File: src/source/bus_pkg.sv
// register bus types shared by the host, the address decoder and the peripherals
package bus_pkg;

	// --------------------------------------------------
	// widths with a meaning of their own
	// --------------------------------------------------

	// byte address on the register bus
	typedef logic [15:0] bus_addr_t;

	// one register word
	typedef logic [31:0] bus_data_t;

	// one character for the uart
	typedef logic [7:0] byte_t;

	// --------------------------------------------------
	// request and response
	// --------------------------------------------------

	// single-cycle request strobe from the host, 50 bits
	typedef struct packed {
		logic      valid;
		logic      write;
		bus_addr_t addr;
		bus_data_t wdata;
	} bus_req_t;

	// response strobe, always one cycle after the request, 34 bits
	// rdata is zero on an error
	typedef struct packed {
		logic      valid;
		logic      err;
		bus_data_t rdata;
	} bus_rsp_t;

endpackage

File: src/source/periph_pkg.sv
// address map, register offsets and uart serializer states of the peripheral block
package periph_pkg;

	// --------------------------------------------------
	// regions, picked by the top two address bits
	// --------------------------------------------------
	localparam bus_pkg::bus_addr_t REGION_MASK = 16'hC000;
	localparam bus_pkg::bus_addr_t TIMER_BASE  = 16'h0000;
	localparam bus_pkg::bus_addr_t UART_BASE   = 16'h4000;

	// --------------------------------------------------
	// timer registers
	// --------------------------------------------------
	// bit 0 enables counting
	localparam bus_pkg::bus_addr_t TMR_CTRL    = 16'h0000;
	localparam bus_pkg::bus_addr_t TMR_TIME_LO = 16'h0004;
	localparam bus_pkg::bus_addr_t TMR_TIME_HI = 16'h0008;
	localparam bus_pkg::bus_addr_t TMR_CMP_LO  = 16'h000C;
	localparam bus_pkg::bus_addr_t TMR_CMP_HI  = 16'h0010;

	// --------------------------------------------------
	// uart registers
	// --------------------------------------------------
	// write only
	localparam bus_pkg::bus_addr_t UART_TXDATA = 16'h0000;
	// bit 0 full, bit 1 empty, bit 2 busy
	localparam bus_pkg::bus_addr_t UART_STATUS = 16'h0004;

	// 8N1 frame phases
	typedef enum logic [1:0] {IDLE, START, DATA, STOP} tx_state_t;

endpackage

File: src/source/mtimer.sv
// machine timer with microsecond timebase, 64-bit compare interrupt and debug freeze
`timescale 1ns/1ps

module mtimer
	import bus_pkg::*;
	import periph_pkg::*;
#(
	parameter int CLK_MHZ = 5
) (
	input  logic      clk,
	input  logic      rst_n,
	input  bus_req_t  tmr_req,
	output bus_data_t tmr_rdata,
	input  logic      dbg_halt,
	output logic      timer_irq
);

	localparam int PW = (CLK_MHZ > 1) ? $clog2(CLK_MHZ) : 1;

	typedef logic [63:0] mtime_t;

	logic [PW-1:0] presc_q;
	logic          tick;
	logic          en_q;
	mtime_t        mtime_q;
	mtime_t        cmp_q;
	bus_addr_t     offset;
	logic          wr;
	logic          rd;

	assign offset = tmr_req.addr & ~REGION_MASK;
	assign wr     = tmr_req.valid && tmr_req.write;
	assign rd     = tmr_req.valid && !tmr_req.write;

	// --------------------------------------------------
	// microsecond tick
	// --------------------------------------------------
	// free running, reloads on reaching zero
	assign tick = (presc_q == '0);

	always_ff @(posedge clk or negedge rst_n) begin
		if (!rst_n) begin
			presc_q <= PW'(CLK_MHZ - 1);
		end else if (tick) begin
			presc_q <= PW'(CLK_MHZ - 1);
		end else begin
			presc_q <= presc_q - 1'b1;
		end
	end

	// --------------------------------------------------
	// registers
	// --------------------------------------------------
	always_ff @(posedge clk or negedge rst_n) begin
		if (!rst_n) begin
			en_q    <= 1'b0;
			mtime_q <= '0;
			// all ones keeps the irq low out of reset
			cmp_q   <= '1;
		end else begin
			if (wr && offset == TMR_CTRL) begin
				en_q <= tmr_req.wdata[0];
			end
			// a bus write wins over the increment
			if (wr && offset == TMR_TIME_LO) begin
				mtime_q[31:0] <= tmr_req.wdata;
			end else if (wr && offset == TMR_TIME_HI) begin
				mtime_q[63:32] <= tmr_req.wdata;
			end else if (tick && en_q && !dbg_halt) begin
				mtime_q <= mtime_q + 64'd1;
			end
			if (wr && offset == TMR_CMP_LO) begin
				cmp_q[31:0] <= tmr_req.wdata;
			end
			if (wr && offset == TMR_CMP_HI) begin
				cmp_q[63:32] <= tmr_req.wdata;
			end
		end
	end

	// read data, one cycle latency
	always_ff @(posedge clk) begin
		if (rd) begin
			case (offset)
				TMR_CTRL:    tmr_rdata <= {31'd0, en_q};
				TMR_TIME_LO: tmr_rdata <= mtime_q[31:0];
				TMR_TIME_HI: tmr_rdata <= mtime_q[63:32];
				TMR_CMP_LO:  tmr_rdata <= cmp_q[31:0];
				TMR_CMP_HI:  tmr_rdata <= cmp_q[63:32];
				default:     tmr_rdata <= '0;
			endcase
		end
	end

	assign timer_irq = (mtime_q >= cmp_q);

	// timebase slower than the clock means isolated tick pulses
	tick_isolated: assert property (@(posedge clk) disable iff (!rst_n)
		(CLK_MHZ > 1) && tick |=> !tick);

endmodule

File: src/source/periph_decode.sv
// bus decoder: routes host requests to the timer or uart registers and answers one cycle later
`timescale 1ns/1ps

module periph_decode
	import bus_pkg::*;
	import periph_pkg::*;
(
	input  logic      clk,
	input  logic      rst_n,
	input  bus_req_t  req,
	output bus_rsp_t  rsp,
	output bus_req_t  tmr_req,
	input  bus_data_t tmr_rdata,
	output logic      push,
	output byte_t     push_data,
	input  logic      full,
	input  logic      empty,
	input  logic      busy
);

	bus_addr_t region;
	bus_addr_t offset;
	logic      tmr_hit;
	logic      tx_hit;
	logic      status_hit;
	logic      err_d;
	bus_data_t uart_rdata_d;

	logic      rsp_valid_q;
	logic      rsp_err_q;
	logic      sel_tmr_q;
	bus_data_t uart_rdata_q;

	// --------------------------------------------------
	// address decode
	// --------------------------------------------------
	assign region = req.addr & REGION_MASK;
	assign offset = req.addr & ~REGION_MASK;

	assign tmr_hit = (region == TIMER_BASE) &&
		(offset == TMR_CTRL || offset == TMR_TIME_LO || offset == TMR_TIME_HI ||
		offset == TMR_CMP_LO || offset == TMR_CMP_HI);
	assign tx_hit     = (region == UART_BASE) && (offset == UART_TXDATA);
	assign status_hit = (region == UART_BASE) && (offset == UART_STATUS);

	// timer gets the request only when it lands on one of its registers
	always_comb begin
		tmr_req       = req;
		tmr_req.valid = req.valid && tmr_hit;
	end

	// a byte goes straight into the fifo unless it is full
	assign push      = req.valid && req.write && tx_hit && !full;
	assign push_data = req.wdata[7:0];

	assign err_d = !(tmr_hit || tx_hit || status_hit) || (tx_hit && req.write && full);
	assign uart_rdata_d = (status_hit && !req.write) ? {29'd0, busy, empty, full} : '0;

	// --------------------------------------------------
	// response stage
	// --------------------------------------------------
	always_ff @(posedge clk or negedge rst_n) begin
		if (!rst_n) begin
			rsp_valid_q <= 1'b0;
			rsp_err_q   <= 1'b0;
			sel_tmr_q   <= 1'b0;
		end else begin
			rsp_valid_q <= req.valid;
			rsp_err_q   <= req.valid && err_d;
			// timer read data is already registered on its side
			sel_tmr_q   <= req.valid && tmr_hit && !req.write;
		end
	end

	always_ff @(posedge clk) begin
		if (req.valid) begin
			uart_rdata_q <= uart_rdata_d;
		end
	end

	assign rsp.valid = rsp_valid_q;
	assign rsp.err   = rsp_err_q;
	assign rsp.rdata = sel_tmr_q ? tmr_rdata : uart_rdata_q;

	// every response answers a request of the previous cycle
	rsp_follows_req: assert property (@(posedge clk) disable iff (!rst_n)
		rsp.valid |-> $past(req.valid));

endmodule

File: src/source/periph_top.sv
// peripheral block top: bus decoder, machine timer and uart transmit path
`timescale 1ns/1ps

module periph_top
	import bus_pkg::*;
#(
	parameter int CLK_MHZ      = 5,
	parameter int CLKS_PER_BIT = 8,
	parameter int FIFO_DEPTH   = 4
) (
	input  logic     clk,
	input  logic     rst_n,
	input  bus_req_t req,
	output bus_rsp_t rsp,
	input  logic     dbg_halt,
	output logic     timer_irq,
	output logic     tx
);

	bus_req_t  tmr_req;
	bus_data_t tmr_rdata;
	logic      push;
	byte_t     push_data;
	logic      pop;
	byte_t     pop_data;
	logic      full;
	logic      empty;
	logic      busy;

	// --------------------------------------------------
	// bus side
	// --------------------------------------------------
	periph_decode decode_u (
		.clk       (clk),
		.rst_n     (rst_n),
		.req       (req),
		.rsp       (rsp),
		.tmr_req   (tmr_req),
		.tmr_rdata (tmr_rdata),
		.push      (push),
		.push_data (push_data),
		.full      (full),
		.empty     (empty),
		.busy      (busy)
	);

	mtimer #(
		.CLK_MHZ (CLK_MHZ)
	) timer_u (
		.clk       (clk),
		.rst_n     (rst_n),
		.tmr_req   (tmr_req),
		.tmr_rdata (tmr_rdata),
		.dbg_halt  (dbg_halt),
		.timer_irq (timer_irq)
	);

	// --------------------------------------------------
	// uart transmit path
	// --------------------------------------------------
	tx_fifo #(
		.FIFO_DEPTH (FIFO_DEPTH)
	) fifo_u (
		.clk       (clk),
		.rst_n     (rst_n),
		.push      (push),
		.push_data (push_data),
		.pop       (pop),
		.pop_data  (pop_data),
		.full      (full),
		.empty     (empty)
	);

	uart_tx_serial #(
		.CLKS_PER_BIT (CLKS_PER_BIT)
	) serial_u (
		.clk      (clk),
		.rst_n    (rst_n),
		.pop_data (pop_data),
		.empty    (empty),
		.pop      (pop),
		.busy     (busy),
		.tx       (tx)
	);

endmodule

File: src/source/tx_fifo.sv
// byte FIFO between the bus decoder and the uart serializer
`timescale 1ns/1ps

module tx_fifo
	import bus_pkg::*;
#(
	parameter int FIFO_DEPTH = 4
) (
	input  logic  clk,
	input  logic  rst_n,
	input  logic  push,
	input  byte_t push_data,
	input  logic  pop,
	output byte_t pop_data,
	output logic  full,
	output logic  empty
);

	localparam int AW = $clog2(FIFO_DEPTH);

	byte_t         mem [FIFO_DEPTH];
	logic [AW-1:0] wr_ptr;
	logic [AW-1:0] rd_ptr;
	logic [AW:0]   count;

	// storage
	always_ff @(posedge clk) begin
		if (push) begin
			mem[wr_ptr] <= push_data;
		end
	end

	// pointers wrap on their own, depth is a power of two
	always_ff @(posedge clk or negedge rst_n) begin
		if (!rst_n) begin
			wr_ptr <= '0;
			rd_ptr <= '0;
			count  <= '0;
		end else begin
			if (push) begin
				wr_ptr <= wr_ptr + 1'b1;
			end
			if (pop) begin
				rd_ptr <= rd_ptr + 1'b1;
			end
			case ({push, pop})
				2'b10:   count <= count + 1'b1;
				2'b01:   count <= count - 1'b1;
				default: count <= count;
			endcase
		end
	end

	assign pop_data = mem[rd_ptr];
	assign full     = (count == (AW + 1)'(FIFO_DEPTH));
	assign empty    = (count == '0);

	// --------------------------------------------------
	// producer and consumer must respect the flags
	// --------------------------------------------------
	no_push_full: assert property (@(posedge clk) disable iff (!rst_n) push |-> !full);
	no_pop_empty: assert property (@(posedge clk) disable iff (!rst_n) pop |-> !empty);

endmodule

File: src/source/uart_tx_serial.sv
// 8N1 uart transmitter that drains bytes from the FIFO back to back
`timescale 1ns/1ps

module uart_tx_serial
	import bus_pkg::*;
	import periph_pkg::*;
#(
	parameter int CLKS_PER_BIT = 8
) (
	input  logic  clk,
	input  logic  rst_n,
	input  byte_t pop_data,
	input  logic  empty,
	output logic  pop,
	output logic  busy,
	output logic  tx
);

	localparam int CW = (CLKS_PER_BIT > 1) ? $clog2(CLKS_PER_BIT) : 1;

	tx_state_t     state_q;
	logic [CW-1:0] clk_cnt_q;
	logic [2:0]    bit_idx_q;
	byte_t         shift_q;
	logic          bit_end;

	assign bit_end = (clk_cnt_q == CW'(CLKS_PER_BIT - 1));

	// take the next byte when idle or right as the stop bit ends
	assign pop  = !empty && (state_q == IDLE || (state_q == STOP && bit_end));
	assign busy = (state_q != IDLE);

	// --------------------------------------------------
	// frame sequencing
	// --------------------------------------------------
	always_ff @(posedge clk or negedge rst_n) begin
		if (!rst_n) begin
			state_q   <= IDLE;
			clk_cnt_q <= '0;
			bit_idx_q <= '0;
		end else if (pop) begin
			state_q   <= START;
			clk_cnt_q <= '0;
		end else if (state_q != IDLE) begin
			clk_cnt_q <= bit_end ? '0 : clk_cnt_q + 1'b1;
			if (bit_end) begin
				case (state_q)
					START: begin
						state_q   <= DATA;
						bit_idx_q <= '0;
					end
					DATA: begin
						if (bit_idx_q == 3'd7) begin
							state_q <= STOP;
						end
						bit_idx_q <= bit_idx_q + 1'b1;
					end
					default: state_q <= IDLE;
				endcase
			end
		end
	end

	// lsb first
	always_ff @(posedge clk) begin
		if (pop) begin
			shift_q <= pop_data;
		end else if (state_q == DATA && bit_end) begin
			shift_q <= shift_q >> 1;
		end
	end

	assign tx = (state_q == START) ? 1'b0 : (state_q == DATA) ? shift_q[0] : 1'b1;

endmodule

File: config.mk
export PLATFORM = sky130hd
export DESIGN_NAME = periph_top
export DESIGN_NICKNAME = d
export VERILOG_FILES = /design/src/source/bus_pkg.sv /design/src/source/periph_pkg.sv /design/src/source/mtimer.sv /design/src/source/periph_decode.sv /design/src/source/periph_top.sv /design/src/source/tx_fifo.sv /design/src/source/uart_tx_serial.sv
export SDC_FILE = /design/constraint.sdc
export NUM_CORES = 1
export LEC_CHECK = 0
export BUFFER_PORTS_ARGS = -buffer_cell sky130_fd_sc_hd__buf_2
export CORE_MARGIN = 1
export CORE_UTILIZATION = 32
export DETAILED_ROUTE_END_ITERATION = 8
export SLEW_MARGIN = 20
export SYNTH_ARGS = -nofsm -noshare
export SYNTH_HDL_FRONTEND = slang
export SYNTH_SLANG_ARGS = --single-unit
File: constraint.sdc
create_clock -name clk -period 3.1 [get_ports clk]
set_input_delay 0.465 -clock clk [delete_from_list [all_inputs] [get_ports clk]]
set_output_delay 0.465 -clock clk [all_outputs]
set_load 0.005 [all_outputs]
==> flow_summary.yaml <==
pwr:
  clkPwrFrac_pct: 42.1
  p_per_area_nw_per_um2: 466.2
  p_leak_nw: 6.708
  p_sw_mw: 1.819
  vdd_drop_max_uv: 399.6
  swShare_pct: 25.05
  pwr-share-seq_pct: 46.6
  p_int_mw: 5.441
  comb_power_share_pct: 11.3
sta:
  slew_headroom_pct: 37.71
  slew_violations: 0
  setup_slack_ns: -0.1739
  setup_viol: 1
  fin_worst_skew_ns: 0.01872
  fin_hold_ws_ns: 0.004650
  max_freq_mhz: 305.4
  fin_setup_tns_ns: -0.1739
  final-hold-violation-count: 0
  period_minus_slack_ns: 3.274
  worst_slew_pin_slew_ns: 0.9343
  period_share_pct: 105.6
  rsz0062_at_grt: "true"
die:
  io_pins: 89
  die_h_um: 202.7
  rows: 73
  dieWidth_um: 202.7
  core_area_um2: 39730
  start_util_pct: 32.45
  die_area_um2: 41100
critical_path:
  slowest_stage: "dfstp_2"
  worst-path-buf-inv: 2
  crit_path_cell_trace: "inv_2 -> ha_4 -> a211oi_4 -> o221ai_2 -> o211ai_1 -> a31oi_2 -> a2111o_1 -> a31o_2 -> buf_2"
  worstPathRequired_ns: 2.63
  worst_path_dominant_cell_family: "compound AO/OA/AOI/OAI gates"
  worstSetupStartpointType: "flip-flop"
  cp.arrival_ns: 2.81
  cpPeakStageDelay_ns: 0.54
  r2r-start: "timer_u.mtime_q[17]"
  setup.worst_path.start: "timer_u.cmp_q[35]"
  endpoint_kind: "output pin"
  critical_path_class: "flip-flop to output pin"
  cp_max_fo: 2
clock_tree:
  clk_pin_slew_ns: 0.06
  cts_tree: "built"
  cts-hold-fix-buffers: 0
  clock_latency_ns: 0.54
  root_buffer: "clkbuf_16"
  clockBufferDepth: 3
  cts_buffers: 26
  numClockSinks: 225
  h-tree-depth: 1
synth:
  ys.flop_type: "dfrtp_1"
  synth_seq_cells: 225
  synth_top_area_share_pct: 17.47
  synth-edff-count: 75
  ys_warn_count: 0
  yosysTopAreaCell: "edfxtp_1"
  synth_cell_type_count: 74
  syn-cell-area_um2: 12890
  synth.avg_cell_area_um2: 9.904
  async_reset_ff_share_pct: 66.67
  synth_fp_nets: 1435
  synth_cells: 1302
  synth_area_leaders: "edfxtp_1 17%, dfrtp_1 16%, dfstp_2 13%"
  yosysSeqAreaShare_pct: 47.21
min_path:
  hp-class: "input pin to async pin"
route:
  routed_wl_mm: 39.72
  wl_per_cell_um: 20.05
  drtIter0Drc: 974
  drc: 0
  detail-route-antenna-nets: 0
  avgViaCountPerCell: 5.444
  vias: 10790
  drtPass1Iterations: 6
grt:
  grt.met3_usage_pct: 2.648
  track_usage_pct: 19.44
  gr-total-overflow: 0
  grt_max_degree: 73
  grt_pass1_vias: 10690
  met1_usage_pct: 26.86
  met2_usage_pct: 31.46
  grt_pass1_wl_mm: 62.49
  gr-max-usage-layer: "met2"
  antenna_found_initial: 0
run_status:
  status: "finished with violations"
  violations: "negative setup slack"
cells_and_area:
  multi_input_area_um2: 6440
  nNetsFinal: 1569
  design_area_um2: 15570
  final.fill_count: 3941
  syn_to_final_growth_pct: 20.77
  fin_util_pct: 39.20
  final-seq-area_um2: 6088
  layout-drive-gt1-share_pct: 26.51
  num_antenna_cells: 0
placed_design:
  dp_hpwl_mm: 28.52
  place_congestion: 0.8757
  dpl_cell_area_um2: 14560
  port_buffers: 88
job:
  maxCapViolCount: 0
-- sequential cells by signal, indices dropped and copies added, names as in the netlist --
| register | cells |
|---|---|
| timer_u.en_q | 1 |
| fifo_u.rd_ptr | 2 |
| decode_u.rsp_valid_q | 1 |
| decode_u.uart_rdata_q | 3 |
| serial_u.state_q | 2 |
| fifo_u.wr_ptr | 2 |
| timer_u.cmp_q | 64 |
| decode_u.rsp_err_q | 1 |
| serial_u.bit_idx_q | 3 |
| fifo_u.count | 3 |
| fifo_u.mem | 32 |
| serial_u.shift_q | 8 |
| timer_u.mtime_q | 64 |
| serial_u.clk_cnt_q | 3 |
| decode_u.sel_tmr_q | 1 |
| timer_u.presc_q | 3 |
| timer_u.tmr_rdata | 32 |
-- metal layers --
layer	up-vias	share of wire [%]
met1	5316	45
met2	352	46
li1	5036	-
met5	-	0
met3	81	6.1
met4	0	3.3
-- power groups by stage --
stage          combinational, mW  clock, mW  sequential [mW]
6_report                   0.822       3.06             3.38
5_1_grt                    0.921       3.24             3.41
4_1_cts                    0.831       3.13             3.39
3_5_place_dp               0.828          0             3.44
3_3_place_gp               0.813          0             3.44
2_1_floorplan              0.603          0             3.36
-- final cells by class --
cell class	count	area share, %
clock inverters	14	0.7632
repair buffers	174	7.817
flip-flops and latches	225	39.09
multi-input cells	921	41.35
inverters	88	2.121
clock buffers	34	4.636
well taps	525	4.218
-- through the flow --
step	power (mW)	worst slack, ns	std cells
CTS	7.344	-0.1463	1980
floorplan	3.960	0.02226	1302
finish	7.260	-0.1739	1981
detailed placement	4.268	0.02249	1932
global route	7.567	-0.2496	1981
global placement	4.248	-0.01321	1932
-- what timing repair did --
item,CTS,global route
setup buffers,0,1
endpoints found under the setup margin,1,1
gates resized for setup,22,7
pin swaps,18,5
-- synthesized netlist by cell type (28+ instances only) --
cell / number
nand2_1: 192
o21ai_0: 91
inv_1: 88
dfrtp_1: 85
ha_1: 79
edfxtp_1: 75
dfstp_2: 65
a21oi_1: 62
clkbuf_1: 55
nor2_1: 50
mux2_2: 45
nand3_1: 42
nor3_1: 40
and2_1: 39
a222oi_1: 31
nand4_1: 28
-- worst register-to-register path, delay by kind of cell, from the launching register on --
| kind | cells | cell delay (ns) |
|---|---|---|
| AND/OR/NAND/NOR | 5 | 1.86 |
| flip-flops | 1 | 0.49 |
| AO/OA/AOI/OAI | 1 | 0.40 |
-- final timing paths --
kind                       slack (ns)              endpoint  cells past startpoint
max in group asynchronous        2.26     timer_u.cmp_q[31]                      2
setup / recovery                -0.17             timer_irq                      9
hold / removal                  0.005   timer_u.mtime_q[47]                      1
hold reg to reg                  0.45    timer_u.presc_q[0]                      1
setup reg to reg                 0.21   timer_u.mtime_q[45]                      6
min in group clk                 0.17  decode_u.rsp_valid_q                      1
-- cell families after synthesis --
kind of cell	count (synthesis)	synth area share (%)
xor+xnor	37	2.513
fa+ha+maj	80	7.821
mux	56	5.657
compound gates	267	13.50
simple gates	481	18.59
buf+inv	156	4.716
flops	225	47.21
-- cells in the final DEF, fill, tap and decap left out, types with 21 or more instances in the layout --
cell type,Yosys,final
and3_1,21,21
mux2_2,45,45
nand3_1,42,42
ha_1,79,72
nand4_1,28,28
nand2_1,192,191
a21oi_1,62,58
buf_2,6,87
dfrtp_1,85,84
inv_1,88,85
buf_4,2,76
clkbuf_16,0,27
edfxtp_1,75,75
a222oi_1,31,31
dfstp_2,65,65
and2_1,39,37
nor3_1,40,35
o21ai_0,91,89
nor2_1,50,47
(Power assumes the default switching activity.)
